File: config.mk
export PLATFORM = sky130hd
export DESIGN_NAME = lsu_top
export DESIGN_NICKNAME = d
export VERILOG_FILES = /design/src/lsu_pkg.sv /design/src/lsu_top.sv /design/src/lsu_load_align.sv /design/src/lsu_wb_master.sv /design/src/lsu_x_stage.sv
export SDC_FILE = /design/constraint.sdc
export NUM_CORES = 1
export LEC_CHECK = 0
export ABC_CLOCK_PERIOD_IN_PS = 13900
export BUFFER_PORTS_ARGS = -buffer_cell sky130_fd_sc_hd__buf_2
export CORE_MARGIN = 2
export CORE_UTILIZATION = 30
export CTS_CLUSTER_DIAMETER = 120
export DETAILED_ROUTE_END_ITERATION = 7
export MAX_ROUTING_LAYER = met4
export SLEW_MARGIN = 5
export SYNTH_ARGS = -nofsm -noshare
export SYNTH_HDL_FRONTEND = slang
export SYNTH_HIERARCHICAL = 1
export SYNTH_SLANG_ARGS = --single-unit
File: constraint.sdc
create_clock -name clk_i -period 13.9 [get_ports clk_i]
set_input_delay 2.085 -clock clk_i [delete_from_list [all_inputs] [get_ports clk_i]]
set_output_delay 2.085 -clock clk_i [all_outputs]
set_load 0.005 [all_outputs]
File: src/lsu_pkg.sv
/*
 * Load/store unit shared types
 * Word, byte-select and offset widths, access size and bus master state
 */
package lsu_pkg;

    //////////////////////////////////////////////////
    // Widths
    //////////////////////////////////////////////////

    localparam int WORD_W = 32;                 // Data word and byte address
    localparam int SEL_W  = WORD_W / 8;         // One select bit per byte lane
    localparam int OFF_W  = 2;                  // Byte offset inside a word
    localparam int SIZE_W = 2;                  // Access size code

    //////////////////////////////////////////////////
    // Plain vector types
    //////////////////////////////////////////////////

    typedef logic [WORD_W-1:0] word_t;          // Data word or byte address

    // Bit 3 is the lane of bits 31..24, big-endian lane order
    typedef logic [SEL_W-1:0]  byte_sel_t;

    typedef logic [OFF_W-1:0]  byte_off_t;      // Address bits 1..0

    //////////////////////////////////////////////////
    // Enums
    //////////////////////////////////////////////////

    // Access size, code 2'b11 is illegal
    typedef enum logic [SIZE_W-1:0] {
        SIZE_BYTE  = 2'b00,
        SIZE_HWORD = 2'b01,
        SIZE_WORD  = 2'b10
    } size_e;

    // Wishbone data master state
    typedef enum logic [1:0] {
        WB_IDLE  = 2'b00,                       // No cycle open
        WB_READ  = 2'b01,                       // Load cycle waiting for ack/err
        WB_WRITE = 2'b10                        // Posted store cycle
    } wb_state_e;

endpackage
File: src/lsu_top.sv
/*
 * Load/store unit top: X, M and W stages of a single Wishbone data port
 */
module lsu_top
    import lsu_pkg::*;
(
    input  logic      clk_i,
    input  logic      rst_i,
    // Pipeline side
    input  logic      load_x_i,
    input  logic      store_x_i,
    input  size_e     size_x_i,
    input  logic      sign_extend_x_i,
    input  word_t     address_x_i,
    input  word_t     store_operand_x_i,
    input  logic      stall_x_i,
    input  logic      stall_m_i,
    input  logic      kill_m_i,
    output logic      stall_request_o,      // Pipeline must hold X while high
    output word_t     load_data_w_o,
    output logic      load_valid_w_o,
    // Wishbone data port
    output word_t     d_adr_o,
    output word_t     d_dat_o,
    output byte_sel_t d_sel_o,
    output logic      d_we_o,
    output logic      d_cyc_o,
    output logic      d_stb_o,
    input  word_t     d_dat_i,
    input  logic      d_ack_i,
    input  logic      d_err_i
);

    // X to M
    logic      load_m;
    logic      store_m;
    word_t     address_m;
    size_e     size_m;
    logic      sign_extend_m;
    byte_sel_t byte_sel_m;
    word_t     store_data_m;

    // M control and data
    logic      advance_m;
    word_t     bus_data_m;
    logic      load_done_m;

    lsu_x_stage i_x_stage (
        .clk_i             (clk_i),
        .rst_i             (rst_i),
        .load_x_i          (load_x_i),
        .store_x_i         (store_x_i),
        .size_x_i          (size_x_i),
        .sign_extend_x_i   (sign_extend_x_i),
        .address_x_i       (address_x_i),
        .store_operand_x_i (store_operand_x_i),
        .stall_x_i         (stall_x_i),
        .advance_m_i       (advance_m),
        .kill_m_i          (kill_m_i),
        .load_m_o          (load_m),
        .store_m_o         (store_m),
        .address_m_o       (address_m),
        .size_m_o          (size_m),
        .sign_extend_m_o   (sign_extend_m),
        .byte_sel_m_o      (byte_sel_m),
        .store_data_m_o    (store_data_m)
    );

    lsu_wb_master i_wb_master (
        .clk_i           (clk_i),
        .rst_i           (rst_i),
        .load_m_i        (load_m),
        .store_m_i       (store_m),
        .address_m_i     (address_m),
        .byte_sel_m_i    (byte_sel_m),
        .store_data_m_i  (store_data_m),
        .stall_m_i       (stall_m_i),
        .kill_m_i        (kill_m_i),
        .d_dat_i         (d_dat_i),
        .d_ack_i         (d_ack_i),
        .d_err_i         (d_err_i),
        .advance_m_o     (advance_m),
        .stall_request_o (stall_request_o),
        .bus_data_m_o    (bus_data_m),
        .load_done_m_o   (load_done_m),
        .d_adr_o         (d_adr_o),
        .d_dat_o         (d_dat_o),
        .d_sel_o         (d_sel_o),
        .d_we_o          (d_we_o),
        .d_cyc_o         (d_cyc_o),
        .d_stb_o         (d_stb_o)
    );

    lsu_load_align i_load_align (
        .clk_i           (clk_i),
        .rst_i           (rst_i),
        .advance_m_i     (advance_m),
        .load_done_m_i   (load_done_m),
        .kill_m_i        (kill_m_i),
        .address_m_i     (address_m),
        .size_m_i        (size_m),
        .sign_extend_m_i (sign_extend_m),
        .bus_data_m_i    (bus_data_m),
        .load_data_w_o   (load_data_w_o),
        .load_valid_w_o  (load_valid_w_o)
    );

endmodule

File: src/lsu_load_align.sv
/*
 * LSU W stage: M/W registers, sub-word select and extension of load data
 */
module lsu_load_align
    import lsu_pkg::*;
(
    input  logic  clk_i,
    input  logic  rst_i,
    input  logic  advance_m_i,
    input  logic  load_done_m_i,            // Load in M holds its bus data
    input  logic  kill_m_i,
    input  word_t address_m_i,
    input  size_e size_m_i,
    input  logic  sign_extend_m_i,
    input  word_t bus_data_m_i,
    output word_t load_data_w_o,
    output logic  load_valid_w_o
);

    word_t       data_w;
    size_e       size_w;
    logic        sign_extend_w;
    byte_off_t   offset_w;
    logic [7:0]  byte_w;                    // Selected byte
    logic [15:0] hword_w;                   // Selected halfword

    //////////////////////////////////////////////////
    // M/W registers
    //////////////////////////////////////////////////

    // One pulse per completed load that was not killed
    always_ff @(posedge clk_i)
    begin
        if (rst_i)
            load_valid_w_o <= 1'b0;
        else
            load_valid_w_o <= advance_m_i & load_done_m_i & ~kill_m_i;
    end

    always_ff @(posedge clk_i)
    begin
        if (advance_m_i)
        begin
            data_w        <= bus_data_m_i;
            size_w        <= size_m_i;
            sign_extend_w <= sign_extend_m_i;
            offset_w      <= address_m_i[1:0];
        end
    end

    //////////////////////////////////////////////////
    // Sub-word select, same lane order as stores
    //////////////////////////////////////////////////

    always_comb
    begin
        case (offset_w)
            2'd0:    byte_w = data_w[31:24];
            2'd1:    byte_w = data_w[23:16];
            2'd2:    byte_w = data_w[15:8];
            default: byte_w = data_w[7:0];
        endcase
        hword_w = offset_w[1] ? data_w[15:0] : data_w[31:16];
    end

    // Zero or sign fill
    always_comb
    begin
        case (size_w)
            SIZE_BYTE:  load_data_w_o = {{24{sign_extend_w & byte_w[7]}}, byte_w};
            SIZE_HWORD: load_data_w_o = {{16{sign_extend_w & hword_w[15]}}, hword_w};
            default:    load_data_w_o = data_w;
        endcase
    end

endmodule

File: src/lsu_wb_master.sv
/*
 * LSU M stage Wishbone classic master
 * Posts stores, stalls loads until data returns, tracks load completion
 */
module lsu_wb_master
    import lsu_pkg::*;
(
    input  logic      clk_i,
    input  logic      rst_i,
    input  logic      load_m_i,
    input  logic      store_m_i,
    input  word_t     address_m_i,
    input  byte_sel_t byte_sel_m_i,
    input  word_t     store_data_m_i,
    input  logic      stall_m_i,            // External M stall
    input  logic      kill_m_i,
    input  word_t     d_dat_i,
    input  logic      d_ack_i,
    input  logic      d_err_i,
    output logic      advance_m_o,          // M stage moves on this edge
    output logic      stall_request_o,
    output word_t     bus_data_m_o,         // Registered read data
    output logic      load_done_m_o,        // Load in M has its data
    output word_t     d_adr_o,
    output word_t     d_dat_o,
    output byte_sel_t d_sel_o,
    output logic      d_we_o,
    output logic      d_cyc_o,
    output logic      d_stb_o
);

    wb_state_e state;
    logic      busy;                        // Cycle open on the bus
    logic      bus_end;                     // Current cycle ends this edge
    logic      start_write;
    logic      start_read;
    logic      load_done;
    logic      read_live;                   // Open read still owned by the load in M

    //////////////////////////////////////////////////
    // Pipeline control
    //////////////////////////////////////////////////

    assign busy    = (state != WB_IDLE);
    assign bus_end = busy & (d_ack_i | d_err_i);

    // Load waits for its data, any op waits for an open cycle
    assign stall_request_o = (load_m_i & ~load_done) | (store_m_i & busy);
    assign advance_m_o     = ~stall_m_i & ~stall_request_o;

    // Store is posted as it leaves M
    assign start_write = store_m_i & ~kill_m_i & ~busy & ~stall_m_i;
    assign start_read  = load_m_i & ~load_done & ~kill_m_i & ~busy;

    assign load_done_m_o = load_done;

    //////////////////////////////////////////////////
    // Bus FSM
    //////////////////////////////////////////////////

    always_ff @(posedge clk_i)
    begin
        if (rst_i)
        begin
            state   <= WB_IDLE;
            d_cyc_o <= 1'b0;
            d_stb_o <= 1'b0;
            d_we_o  <= 1'b0;
        end
        else
        begin
            case (state)
                WB_IDLE:
                begin
                    if (start_write)
                    begin
                        state   <= WB_WRITE;
                        d_cyc_o <= 1'b1;
                        d_stb_o <= 1'b1;
                        d_we_o  <= 1'b1;
                    end
                    else if (start_read)
                    begin
                        state   <= WB_READ;
                        d_cyc_o <= 1'b1;
                        d_stb_o <= 1'b1;
                        d_we_o  <= 1'b0;
                    end
                end
                WB_READ, WB_WRITE:
                begin
                    if (bus_end)                // Err closes like ack
                    begin
                        state   <= WB_IDLE;
                        d_cyc_o <= 1'b0;
                        d_stb_o <= 1'b0;
                        d_we_o  <= 1'b0;
                    end
                end
                default:
                begin
                    state <= WB_IDLE;
                end
            endcase
        end
    end

    // Address, data and lanes latched at cycle start, held while open
    always_ff @(posedge clk_i)
    begin
        if (start_write || start_read)
        begin
            d_adr_o <= address_m_i;
            d_sel_o <= byte_sel_m_i;
            d_dat_o <= store_data_m_i;
        end
        if ((state == WB_READ) && bus_end)
            bus_data_m_o <= d_err_i ? '0 : d_dat_i;  // Error reads as zero
    end

    //////////////////////////////////////////////////
    // Load completion
    //////////////////////////////////////////////////

    always_ff @(posedge clk_i)
    begin
        if (rst_i)
        begin
            load_done <= 1'b0;
            read_live <= 1'b0;
        end
        else
        begin
            if (start_read)
                read_live <= 1'b1;
            else if (advance_m_o || kill_m_i || bus_end)
                read_live <= 1'b0;              // Orphaned read completes unseen
            if ((state == WB_READ) && bus_end && read_live && !kill_m_i)
                load_done <= 1'b1;
            if (advance_m_o || kill_m_i)
                load_done <= 1'b0;              // Cleared as the load leaves or dies
        end
    end

    //////////////////////////////////////////////////
    // Assertions
    //////////////////////////////////////////////////

    assert property (@(posedge clk_i) disable iff (rst_i) d_stb_o == d_cyc_o);

    // No empty transfers
    assert property (@(posedge clk_i) disable iff (rst_i)
        d_cyc_o |-> (d_sel_o != '0));

    // Waiting cycle keeps its address and stays open
    assert property (@(posedge clk_i) disable iff (rst_i)
        d_cyc_o && !d_ack_i && !d_err_i |=> d_cyc_o && $stable(d_adr_o));

endmodule

File: src/lsu_x_stage.sv
/*
 * LSU X stage: store lane steering, byte selects
 * and the X/M pipeline registers of the memory access
 */
module lsu_x_stage
    import lsu_pkg::*;
(
    input  logic      clk_i,
    input  logic      rst_i,
    input  logic      load_x_i,             // Load in X
    input  logic      store_x_i,            // Store in X
    input  size_e     size_x_i,
    input  logic      sign_extend_x_i,
    input  word_t     address_x_i,
    input  word_t     store_operand_x_i,    // Register value to store
    input  logic      stall_x_i,
    input  logic      advance_m_i,          // M stage moves on this edge
    input  logic      kill_m_i,
    output logic      load_m_o,
    output logic      store_m_o,
    output word_t     address_m_o,
    output size_e     size_m_o,
    output logic      sign_extend_m_o,
    output byte_sel_t byte_sel_m_o,
    output word_t     store_data_m_o
);

    word_t     store_data_x;                // Operand copied to every lane
    byte_sel_t byte_sel_x;
    byte_off_t offset_x;

    assign offset_x = address_x_i[1:0];

    //////////////////////////////////////////////////
    // Lane steering
    //////////////////////////////////////////////////

    // Replicate sub-word operand so any lane can pick it up
    always_comb
    begin
        case (size_x_i)
            SIZE_BYTE:  store_data_x = {4{store_operand_x_i[7:0]}};
            SIZE_HWORD: store_data_x = {2{store_operand_x_i[15:0]}};
            default:    store_data_x = store_operand_x_i;
        endcase
    end

    // Offset 0 is the most significant lane
    always_comb
    begin
        case (size_x_i)
            SIZE_BYTE:  byte_sel_x = byte_sel_t'(4'b1000 >> offset_x);
            SIZE_HWORD: byte_sel_x = offset_x[1] ? 4'b0011 : 4'b1100;
            SIZE_WORD:  byte_sel_x = 4'b1111;
            default:    byte_sel_x = 4'b0000;   // Illegal size, no lanes
        endcase
    end

    //////////////////////////////////////////////////
    // X/M registers
    //////////////////////////////////////////////////

    // Op flags, bubble when X is stalled
    always_ff @(posedge clk_i)
    begin
        if (rst_i)
        begin
            load_m_o  <= 1'b0;
            store_m_o <= 1'b0;
        end
        else if (advance_m_i)
        begin
            load_m_o  <= load_x_i & ~stall_x_i;
            store_m_o <= store_x_i & ~stall_x_i;
        end
        else if (kill_m_i)
        begin
            load_m_o  <= 1'b0;                  // Drop killed op still held in M
            store_m_o <= 1'b0;
        end
    end

    // Payload follows the flags
    always_ff @(posedge clk_i)
    begin
        if (advance_m_i)
        begin
            address_m_o     <= address_x_i;
            size_m_o        <= size_x_i;
            sign_extend_m_o <= sign_extend_x_i;
            byte_sel_m_o    <= byte_sel_x;
            store_data_m_o  <= store_data_x;
        end
    end

    //////////////////////////////////////////////////
    // Assertions
    //////////////////////////////////////////////////

    // Op entering M carries a legal size
    assert property (@(posedge clk_i) disable iff (rst_i)
        advance_m_i && !stall_x_i && (load_x_i || store_x_i)
        |-> size_x_i inside {SIZE_BYTE, SIZE_HWORD, SIZE_WORD});

    // Access in M is naturally aligned
    assert property (@(posedge clk_i) disable iff (rst_i)
        (load_m_o || store_m_o)
        |-> ((size_m_o != SIZE_HWORD) || !address_m_o[0])
            && ((size_m_o != SIZE_WORD) || (address_m_o[1:0] == 2'b00)));

endmodule

# ---- Yosys cells after proc, flatten, opt, wreduce, memory -nomap -nowiden
# Index checks and enable logic that the tools add are counted.
dict set report word_totals {
  register_bits 217
  latchBits 0
  ramBits 0
  romBits 0
  word_cells 95
  memories 0
}
dict set report classes {
  addsub 0
  n_mul 0
  div_mod_pow 0
  magnitude_cmp 0
  eq_ne 9
  shift 1
  mux 22
  bitwise 23
  n_reduce_logical 19
}
# op count
set op_table {}
lappend op_table {{32-bit case mux with 2 select lines} 2}
lappend op_table {{8-bit case mux with 3 select lines} 1}
lappend op_table {{16-bit two-way mux} 1}
lappend op_table {{1-bit AND} 15}
lappend op_table {{4-bit case mux with 3 select lines} 1}
lappend op_table {{1-bit two-way mux} 10}
lappend op_table {{2-bit by 1-bit equality test with 1-bit output (second input constant)} 4}
lappend op_table {{2-bit logical NOT} 4}
lappend op_table {{2-bit nonzero test} 4}
lappend op_table {{2-bit equality test (second input constant)} 3}
lappend op_table {{2-bit two-way mux} 3}
lappend op_table {{1-bit inverter} 6}
lappend op_table {{4-bit two-way mux} 1}
lappend op_table {{1-bit case mux with 2 select lines} 2}
lappend op_table {{2-bit case mux with 2 select lines} 1}
lappend op_table {{2-bit OR reduction} 2}
lappend op_table {{4-bit by 2-bit right shift with 4-bit output (first input constant)} 1}
lappend op_table {{1-bit logical AND} 3}
lappend op_table {{1-bit logical OR} 3}
lappend op_table {{3-bit by 1-bit != test with 1-bit output (second input constant)} 1}
lappend op_table {{3-bit AND reduction} 1}
lappend op_table {{2-bit by 1-bit != test with 1-bit output (second input constant)} 1}
lappend op_table {{1-bit OR} 2}
lappend op_table {{2-bit AND reduction} 1}
lappend op_table {{1-bit logical NOT} 1}

# ---- Logic depth before layout (Yosys ltp)
# Gate-level depths: netlist of the first run.
dict set report logic_depth {
  depth_word 9
  ltp_mapped 7
  ltp_nobuf 7
}

# ---- Hierarchy
# Netlist of the first run, hierarchy kept.
# mod n_inst cells_each area_per_inst_um2
set modules_own_cells {}
lappend modules_own_cells {lsu_wb_master 1 179 3584.7}
lappend modules_own_cells {lsu_x_stage 1 136 2656.3}
lappend modules_own_cells {lsu_load_align 1 144 1896.8}

# ---- Least setup slack after synthesis of the first run
# Ideal clock, no wire load.
dict set report synth_timing {
  path_kind {input to register}
  start {in stall_m_i}
  end {reg i_x_stage.load_m_o}
  setup_ns 0.064
  t_arrival_ns 7.312
  t_required_ns 13.836
  path_slack_ns 6.524
  cell_stages 4
  cell_sequence {nor2_1 nor2b_1 a21oi_1 nor2_1}
}
dict set report synth_between {
  elab_chain_cells 3
  word_cells_on_any_way 4
}
# item line
set synth_rtl {}
lappend synth_rtl {{start, declared} lsu_top.sv:17} ;# input logic stall_m_i,
lappend synth_rtl {{1-bit inverter (*)} lsu_wb_master.sv:49} ;# assign advance_m_o = ~stall_m_i & ~stall_request_o;
lappend synth_rtl {{1-bit AND (*)} lsu_wb_master.sv:49}
lappend synth_rtl {{1-bit two-way mux / 2-bit nonzero test (equally long branches)} -}
lappend synth_rtl {{end signal, assigned} lsu_x_stage.sv:73} ;# load_m_o <= load_x_i & ~stall_x_i;
lappend synth_rtl {{end, declared} lsu_x_stage.sv:19} ;# output logic load_m_o,
# Every way passes the cells marked *; elsewhere a longest branch is shown, timed or not.
# A chain may end at the register's enable or synchronous reset.

# ---- Final worst setup path of the first run
dict set report layout_timing {
  start {reg i_load_align.offset_w[1]}
  end {out load_data_w_o[20]}
}
dict set report layout_between {
  elab_chain_cells 4
  word_cells_on_any_way 8
}
# item line
set layout_rtl {}
lappend layout_rtl {{start, declared} lsu_load_align.sv:23} ;# byte_off_t offset_w;
lappend layout_rtl {{start signal, assigned} lsu_load_align.sv:47} ;# offset_w <= address_m_i[1:0];
lappend layout_rtl {{2-bit equality test, or another cell as far along} lsu_load_align.sv:57} ;# case (offset_w)
lappend layout_rtl {{8-bit case mux with 3 select lines} lsu_load_align.sv:57}
lappend layout_rtl {{1-bit AND} lsu_load_align.sv:70} ;# SIZE_BYTE: load_data_w_o = {{24{sign_extend_w & byte_w[7]}}, byte_w};
lappend layout_rtl {{32-bit case mux with 2 select lines (*)} lsu_load_align.sv:69} ;# case (size_w)
lappend layout_rtl {{end, declared} lsu_top.sv:20} ;# output word_t load_data_w_o,
# Marked as above.

==> flow_metrics.py, run 1 <==
metrics = {
    "route": {
        "wire_per_inst_um": 16.9,
        "wl_met2_um": 8480,
        "drc": 0,
        "ant_nets": 0,
        "wl_met1_um": 7650,
        "drtIter0Drc": 324,
        "via_count": 4695,
        "vias_per_cell": 4.49,
        "wl_met3_um": 1130,
        "wl_um": 17700,
        "first_pass_iters": 4,
        "top_layer": "met4",
    },
    "sta": {
        "max_freq_mhz": 213,
        "fin_skew_ps": 7.67,
        "rsz0062_at_grt": "false",
        "worst_slack_ps": 9200,
        "finalSetupTns_ps": 0,
        "fin_crit_ps": 4700,
        "final-hold-violation-count": 0,
        "worst_slew_pin_slew_ps": 990,
        "whs_ps": 410,
        "final_max_slew_viol_count": 0,
        "maxSlewHeadroom_pct": 34.0,
        "setup_viol": 0,
        "finalCritPeriodShare_pct": 33.8,
    },
    "job": {
        "cap_violations": 0,
    },
    "final_layout": {
        "ff_latch_area_um2": 6430,
        "drive_gt1_share_pct": 42.5,
        "fin_nets": 794,
        "area_delta_synth_final_pct": 27.4,
        "multi_input_area_um2": 1570,
        "layout.cells.non_filler": 1046,
        "finalInstanceArea_um2": 10400,
        "fillCellCount": 2476,
        "post-route-util_pct": 38.7,
    },
    "global_routing": {
        "grt_max_degree": 71,
        "grt_use_total_pct": 12.4,
        "grt_pass1_vias": 4682,
        "antenna_found_initial": 4,
        "grt_pass1_wl_um": 26400,
        "grt_overflow_total": 0,
    },
    "floorplan": {
        "die_w_um": 169,
        "core_um2": 26800,
        "io_pins": 213,
        "start_util_pct": 30.4,
        "die_h_um": 169,
        "rows": 60,
        "dieArea_um2": 28500,
    },
    "cts": {
        "clkLatencyLatePin_ps": 510,
        "cts_inserted_buffers": 25,
        "cts.sinks": 217,
        "path_clk_slew_ps": 60,
        "post_cts_resized": 0,
        "cts_max_path_buffers": 3,
        "cts_root_buf": "clkbuf_16",
        "cts_tree": "yes",
        "h-tree-depth": 1,
        "postCtsSetupRepairBufs": 0,
        "ctsHoldBuffers": 0,
    },
    "placed_design": {
        "place_ws_ps": 9760,
        "port_buffers": 212,
        "placed_cells": 997,
        "gp_congestion": 0.900,
        "place_area_um2": 9540,
        "dp_hpwl_um": 11800,
    },
    "power": {
        "swShare_pct": 20.6,
        "p_clk_share_pct": 43.8,
        "seq_power_share_pct": 50.5,
        "p_int_mw": 1.18,
        "total_power_mw": 1.49,
        "p_sw_mw": 0.307,
        "power_density_nw_per_um2": 144,
        "power_frac_comb_pct": 5.6,
        "peakVddDrop_mv": 0.0753,
        "p_leak_nw": 3.95,
    },
    "logic_synthesis": {
        "yosysSeqAreaShare_pct": 79.0,
        "avgSynthCellArea_um2": 17.7,
        "synth_compound_area_share_pct": 5.17,
        "yosys.area.top_type_share_pct": 76.8,
        "ys_seq_elements": 217,
        "synth.most_common_cell": "edfxtp_1",
        "synth_common_cells": "208 x edfxtp_1, 39 x nor2b_1, 30 x nand2_1, 25 x mux2_2, 18 x a21oi_1",
        "netlist_instances": 459,
        "syn-cell-area_um2": 8140,
        "synthAdderAreaFrac_pct": 0.461,
        "synth_top_family_by_area": "simple AND/OR/NAND/NOR gates",
        "synth_mux_area_share_pct": 4.87,
        "synthArstFlopShare_pct": 0,
        "synth_top_area_cell": "edfxtp_1",
        "yosys.area_share.simple_pct": 8.52,
        "synth_edf_count": 208,
        "ys_types": 44,
        "synth_ff_type": "edfxtp_1",
        "synth_area_leaders": "edfxtp_1 77%, mux2_2 3.5%, nor2b_1 3.0%, dfxtp_1 2.2%, nand2_1 1.4%",
        "syn_nets": 570,
        "synth-xor-area-share_pct": 0,
        "yosysWarningCount": 6,
    },
    "setup_path": {
        "criticalPathCategory": "reg2out",
        "cp_max_fo": 16,
        "cp-startpoint": "i_load_align/offset_w[1]",
        "endpoint_kind": "output pin",
        "start_kind": "flop",
        "r2r_start": "i_wb_master/state[1]",
        "arrival_ps": 2620,
        "required_ps": 11810,
    },
    "min_path": {
        "min_path_type": "reg2reg",
        "hold_start": "i_x_stage/store_data_m_o[1]",
    },
    "status": {
        "status": "complete, no violations",
    },
}
metal layers:
layer	up-vias	global-route usage [%]
met3	35	2.57
met4	0	4.09
met5	-	-
met2	162	19.9
li1	2207	-
met1	2291	15.8
state kept, by name, indices dropped and copies added, names as in the netlist:
register                     flops
i_wb_master/read_live            1
i_x_stage/load_m_o               1
i_wb_master/d_we_o               1
i_load_align/load_valid_w_o      1
i_wb_master/d_stb_o              1
i_wb_master/d_dat_o             32
i_load_align/size_w              2
i_load_align/offset_w            2
i_wb_master/bus_data_m_o        32
i_wb_master/state                2
i_load_align/sign_extend_w       1
i_x_stage/store_m_o              1
i_x_stage/store_data_m_o        32
i_wb_master/d_adr_o             32
i_x_stage/address_m_o           32
i_x_stage/byte_sel_m_o           4
i_load_align/data_w             32
i_wb_master/load_done_m_o        1
i_x_stage/sign_extend_m_o        1
i_wb_master/d_sel_o              4
i_x_stage/size_m_o               2
logic make-up (layout without fill, tap and decap cells):
logic type,count (synthesis),after routing
adders and majority gates,3,3
other,0,4
and+or+nand+nor,117,117
DFF,217,217
muxes,36,36
buffers and inverters,25,267
AOI/OAI and AO/OA,61,61
power groups by stage:
stage	clock network (mW)	logic [mW]	registers, mW
final	0.653	0.0839	0.753
after global routing	0.704	0.0932	0.755
after CTS	0.677	0.0854	0.753
after detailed placement	0	0.0852	0.767
after global placement	0	0.0840	0.766
after floorplan	0	0.0464	0.766
area by class of cell:
cell class,count,area share (%)
diodes,4,0.0966
clock buffers,27,6.11
clock inverters,18,1.80
inverters,5,0.181
multi-input cells,217,15.1
flip-flops and latches,217,62.0
well taps,341,4.12
repair buffers,217,10.6
cell usage in the layout (no fill, tap or decap), types with 8 or more instances in the layout:
cell,synthesis,final
nor2b_1,39,39
nand3_1,9,9
nand2_1,30,30
clkinv_1,0,8
nand3_2,10,10
buf_2,5,212
o21ai_0,11,11
mux2_2,25,25
mux2i_1,10,10
a22oi_1,10,10
a21oi_1,18,17
edfxtp_1,208,208
clkbuf_16,0,25
dfxtp_1,9,9
critical path, stage by stage, from the launching register on:
cell and delay (ps):
edfxtp_1 710, mux2_2 260, nand4b_1 670, nand3_1 320
buf_2 150
final timing paths:
path                              endpoint  slack [ps]  cells past startpoint
setup / recovery         load_data_w_o[20]        9200                      4
hold / removal      i_wb_master/d_dat_o[1]         410                      0
setup reg to reg  i_x_stage/address_m_o[9]       11720                      5
hold reg to reg     i_wb_master/d_dat_o[1]         410                      0
Power figures use the tool's default switching activity.
==> inputs of run 2 (changes only) <==
--- a/config.mk
+++ b/config.mk
@@ -5,7 +5,7 @@
 export SDC_FILE = /design/constraint.sdc
 export NUM_CORES = 1
 export LEC_CHECK = 0
-export ABC_CLOCK_PERIOD_IN_PS = 13900
+export ABC_CLOCK_PERIOD_IN_PS = 4400
 export BUFFER_PORTS_ARGS = -buffer_cell sky130_fd_sc_hd__buf_2
 export CORE_MARGIN = 2
 export CORE_UTILIZATION = 30
==> constraint.sdc (replaced) <==
create_clock -name clk_i -period 4.4 [get_ports clk_i]
set_input_delay 0.66 -clock clk_i [delete_from_list [all_inputs] [get_ports clk_i]]
set_output_delay 0.66 -clock clk_i [all_outputs]
set_load 0.005 [all_outputs]
==> run 2 against run 1 <==
Net effect: clock skew rose by 1.6 ps; wire length decreased by 2.0%; via count down 2.1%; final cell count is 0.38% lower; sequential share of layout area rose by 0.26 points; register-to-register slack worse by 9500 ps; clock power rose to 3.0 times the previous value; die area did not move; clock-buffer cell count is 1 higher; global-route usage down 0.30 points; final area decreased by 0.41%; non-clock buffer count is the same; critical path type unchanged; highest routed layer unchanged.
==> flow_metrics.py, run 2 (synthesis gave the netlist of run 1 again) <==
metrics = {
    "sta": {
        "worst_slew_pin_slew_ps": 1130,
        "finalCritPeriodShare_pct": 81.1,
        "max_freq_mhz": 280,
        "rsz0062_at_grt": "false",
        "setup_viol": 0,
        "final_max_slew_viol_count": 0,
        "worst_slack_ps": 831,
        "fin_crit_ps": 3570,
        "final-hold-violation-count": 0,
        "maxSlewHeadroom_pct": 24.9,
        "fin_skew_ps": 9.27,
        "finalSetupTns_ps": 0,
    },
    "route": {
        "drc": 0,
        "first_pass_iters": 4,
        "via_count": 4597,
        "vias_per_cell": 4.41,
        "ant_nets": 0,
        "wl_um": 17300,
        "wire_per_inst_um": 16.6,
        "drtIter0Drc": 296,
    },
    "setup_path": {
        "rrSetupSlack_ps": 2230,
        "critical-path-top-delay-family": "flip-flops",
        "cp-startpoint": "i_load_align/size_w[1]",
        "r2r_start": "i_wb_master/state[1]",
        "cp_max_fo": 41,
        "path_buf_inv": 1,
        "critPathMaxStageDelay_ps": 1100,
        "slowest_stage": "edfxtp_1",
        "endpoint_kind": "output pin",
        "crit_path_cell_trace": "nor2_1 > a32oi_4 > nand3_1 > buf_2",
        "arrival_ps": 2910,
        "start_kind": "flop",
        "required_ps": 3740,
        "criticalPathCategory": "reg2out",
    },
    "final_layout": {
        "finalInstanceArea_um2": 10300,
        "area_delta_synth_final_pct": 26.9,
        "final_common_cell": "buf_2",
        "drive_gt1_share_pct": 42.4,
        "fillCellCount": 2488,
        "fin_nets": 794,
        "most-common-layout-cells": "212 x buf_2, 208 x edfxtp_1, 39 x nor2b_1, 30 x nand2_1",
    },
    "cts": {
        "cts_max_path_buffers": 3,
        "cts_root_buf": "clkbuf_16",
        "h-tree-depth": 1,
        "cts_tree": "yes",
        "clkLatencyLatePin_ps": 510,
        "path_clk_slew_ps": 60,
        "cts_inserted_buffers": 25,
        "ctsHoldBuffers": 0,
        "cts.sinks": 217,
        "postCtsSetupRepairBufs": 0,
        "post_cts_resized": 0,
    },
    "global_routing": {
        "grt_util_met3_pct": 2.95,
        "grt-busiest-layer": "met2",
        "grtUsageMet1_pct": 15.4,
        "grt_pass1_vias": 4594,
        "grt_overflow_total": 0,
        "grt_pass1_wl_um": 25900,
        "antenna_found_initial": 1,
        "grt_max_degree": 71,
        "use_met2_pct": 19.2,
        "grt_use_total_pct": 12.1,
    },
    "power": {
        "peakVddDrop_mv": 0.214,
        "seq_power_share_pct": 51.9,
        "power_density_nw_per_um2": 445,
        "p_sw_mw": 0.970,
        "swShare_pct": 21.1,
        "p_clk_share_pct": 42.5,
        "power_frac_comb_pct": 5.7,
        "p_int_mw": 3.63,
        "p_leak_nw": 3.93,
    },
    "floorplan": {
        "io_pins": 213,
        "die_h_um": 169,
        "die_w_um": 169,
        "core_um2": 26800,
        "rows": 60,
        "start_util_pct": 30.4,
        "dieArea_um2": 28500,
    },
    "placed_design": {
        "port_buffers": 212,
        "place_area_um2": 9550,
        "gp_congestion": 0.850,
        "dp_hpwl_um": 11700,
        "place_ws_ps": 1390,
    },
    "status": {
        "status": "complete, no violations",
    },
    "job": {
        "cap_violations": 0,
    },
    "min_path": {
        "min_path_type": "in2reg",
        "hold_start": "address_x_i[5]",
    },
}
[run 2: changes by cell type in the layout (fill, tap and decap cells not counted), sizes merged]
cell / change
diode: -3
bufinv: -2
clkbuf: +1
[run 2: metrics by stage]
| stage | utilization, % | std cells | hold slack, ps | total power [mW] |
|---|---|---|---|---|
| finish | 38.5 | 1042 | 325 | 4.60 |
| global placement | 35.6 | 997 | 400 | 2.69 |
| floorplan | - | 459 | 400 | 2.56 |
| CTS | 38.5 | 1041 | 297 | 4.67 |
| detailed placement | 35.6 | 997 | 405 | 2.69 |
| global route | 38.5 | 1042 | 297 | 4.78 |
[run 2: path summary, 6_finish.rpt]
kind                                    end  depth (start not counted)
setup / recovery          load_data_w_o[20]                          4
hold reg to reg     i_load_align/data_w[17]                          0
hold / removal     i_x_stage/address_m_o[5]                          1
setup reg to reg  i_x_stage/byte_sel_m_o[3]                          5
[run 2: final cells by class]
type / instances / area, um^2 / area share, %
Inverter: 5 / 18.8 / 0.182
Multi-Input combinational cell: 217 / 1570 / 15.2
Antenna cell: 1 / 2.50 / 0.0242
Tap cell: 341 / 427 / 4.13
Clock buffer: 28 / 637 / 6.17
Clock inverter: 16 / 135 / 1.31
Timing Repair Buffer: 217 / 1110 / 10.8
Sequential cell: 217 / 6430 / 62.2
[run 2: worst register-to-register path, cell delays in order (launching register included)]
cell and delay (ps):
dfxtp_1 320, inv_1 100, ha_1 300, o21ai_1 150, nor2_4 110, buf_4 710
[run 2: per-layer routing]
layer / up-vias / routed length, um
li1: 2207 / -
met1: 2202 / 7670
met2: 154 / 8180
met3: 34 / 1090
met4: 0 / 391
met5: - / 0
[run 2: power by group through the flow]
stage	sequential, mW	clock, mW	combinational, mW
CTS	2.38	2.02	0.266
floorplan	2.42	0	0.147
global route	2.39	2.10	0.289
detailed placement	2.43	0	0.265
finish	2.38	1.95	0.261
global placement	2.42	0	0.262
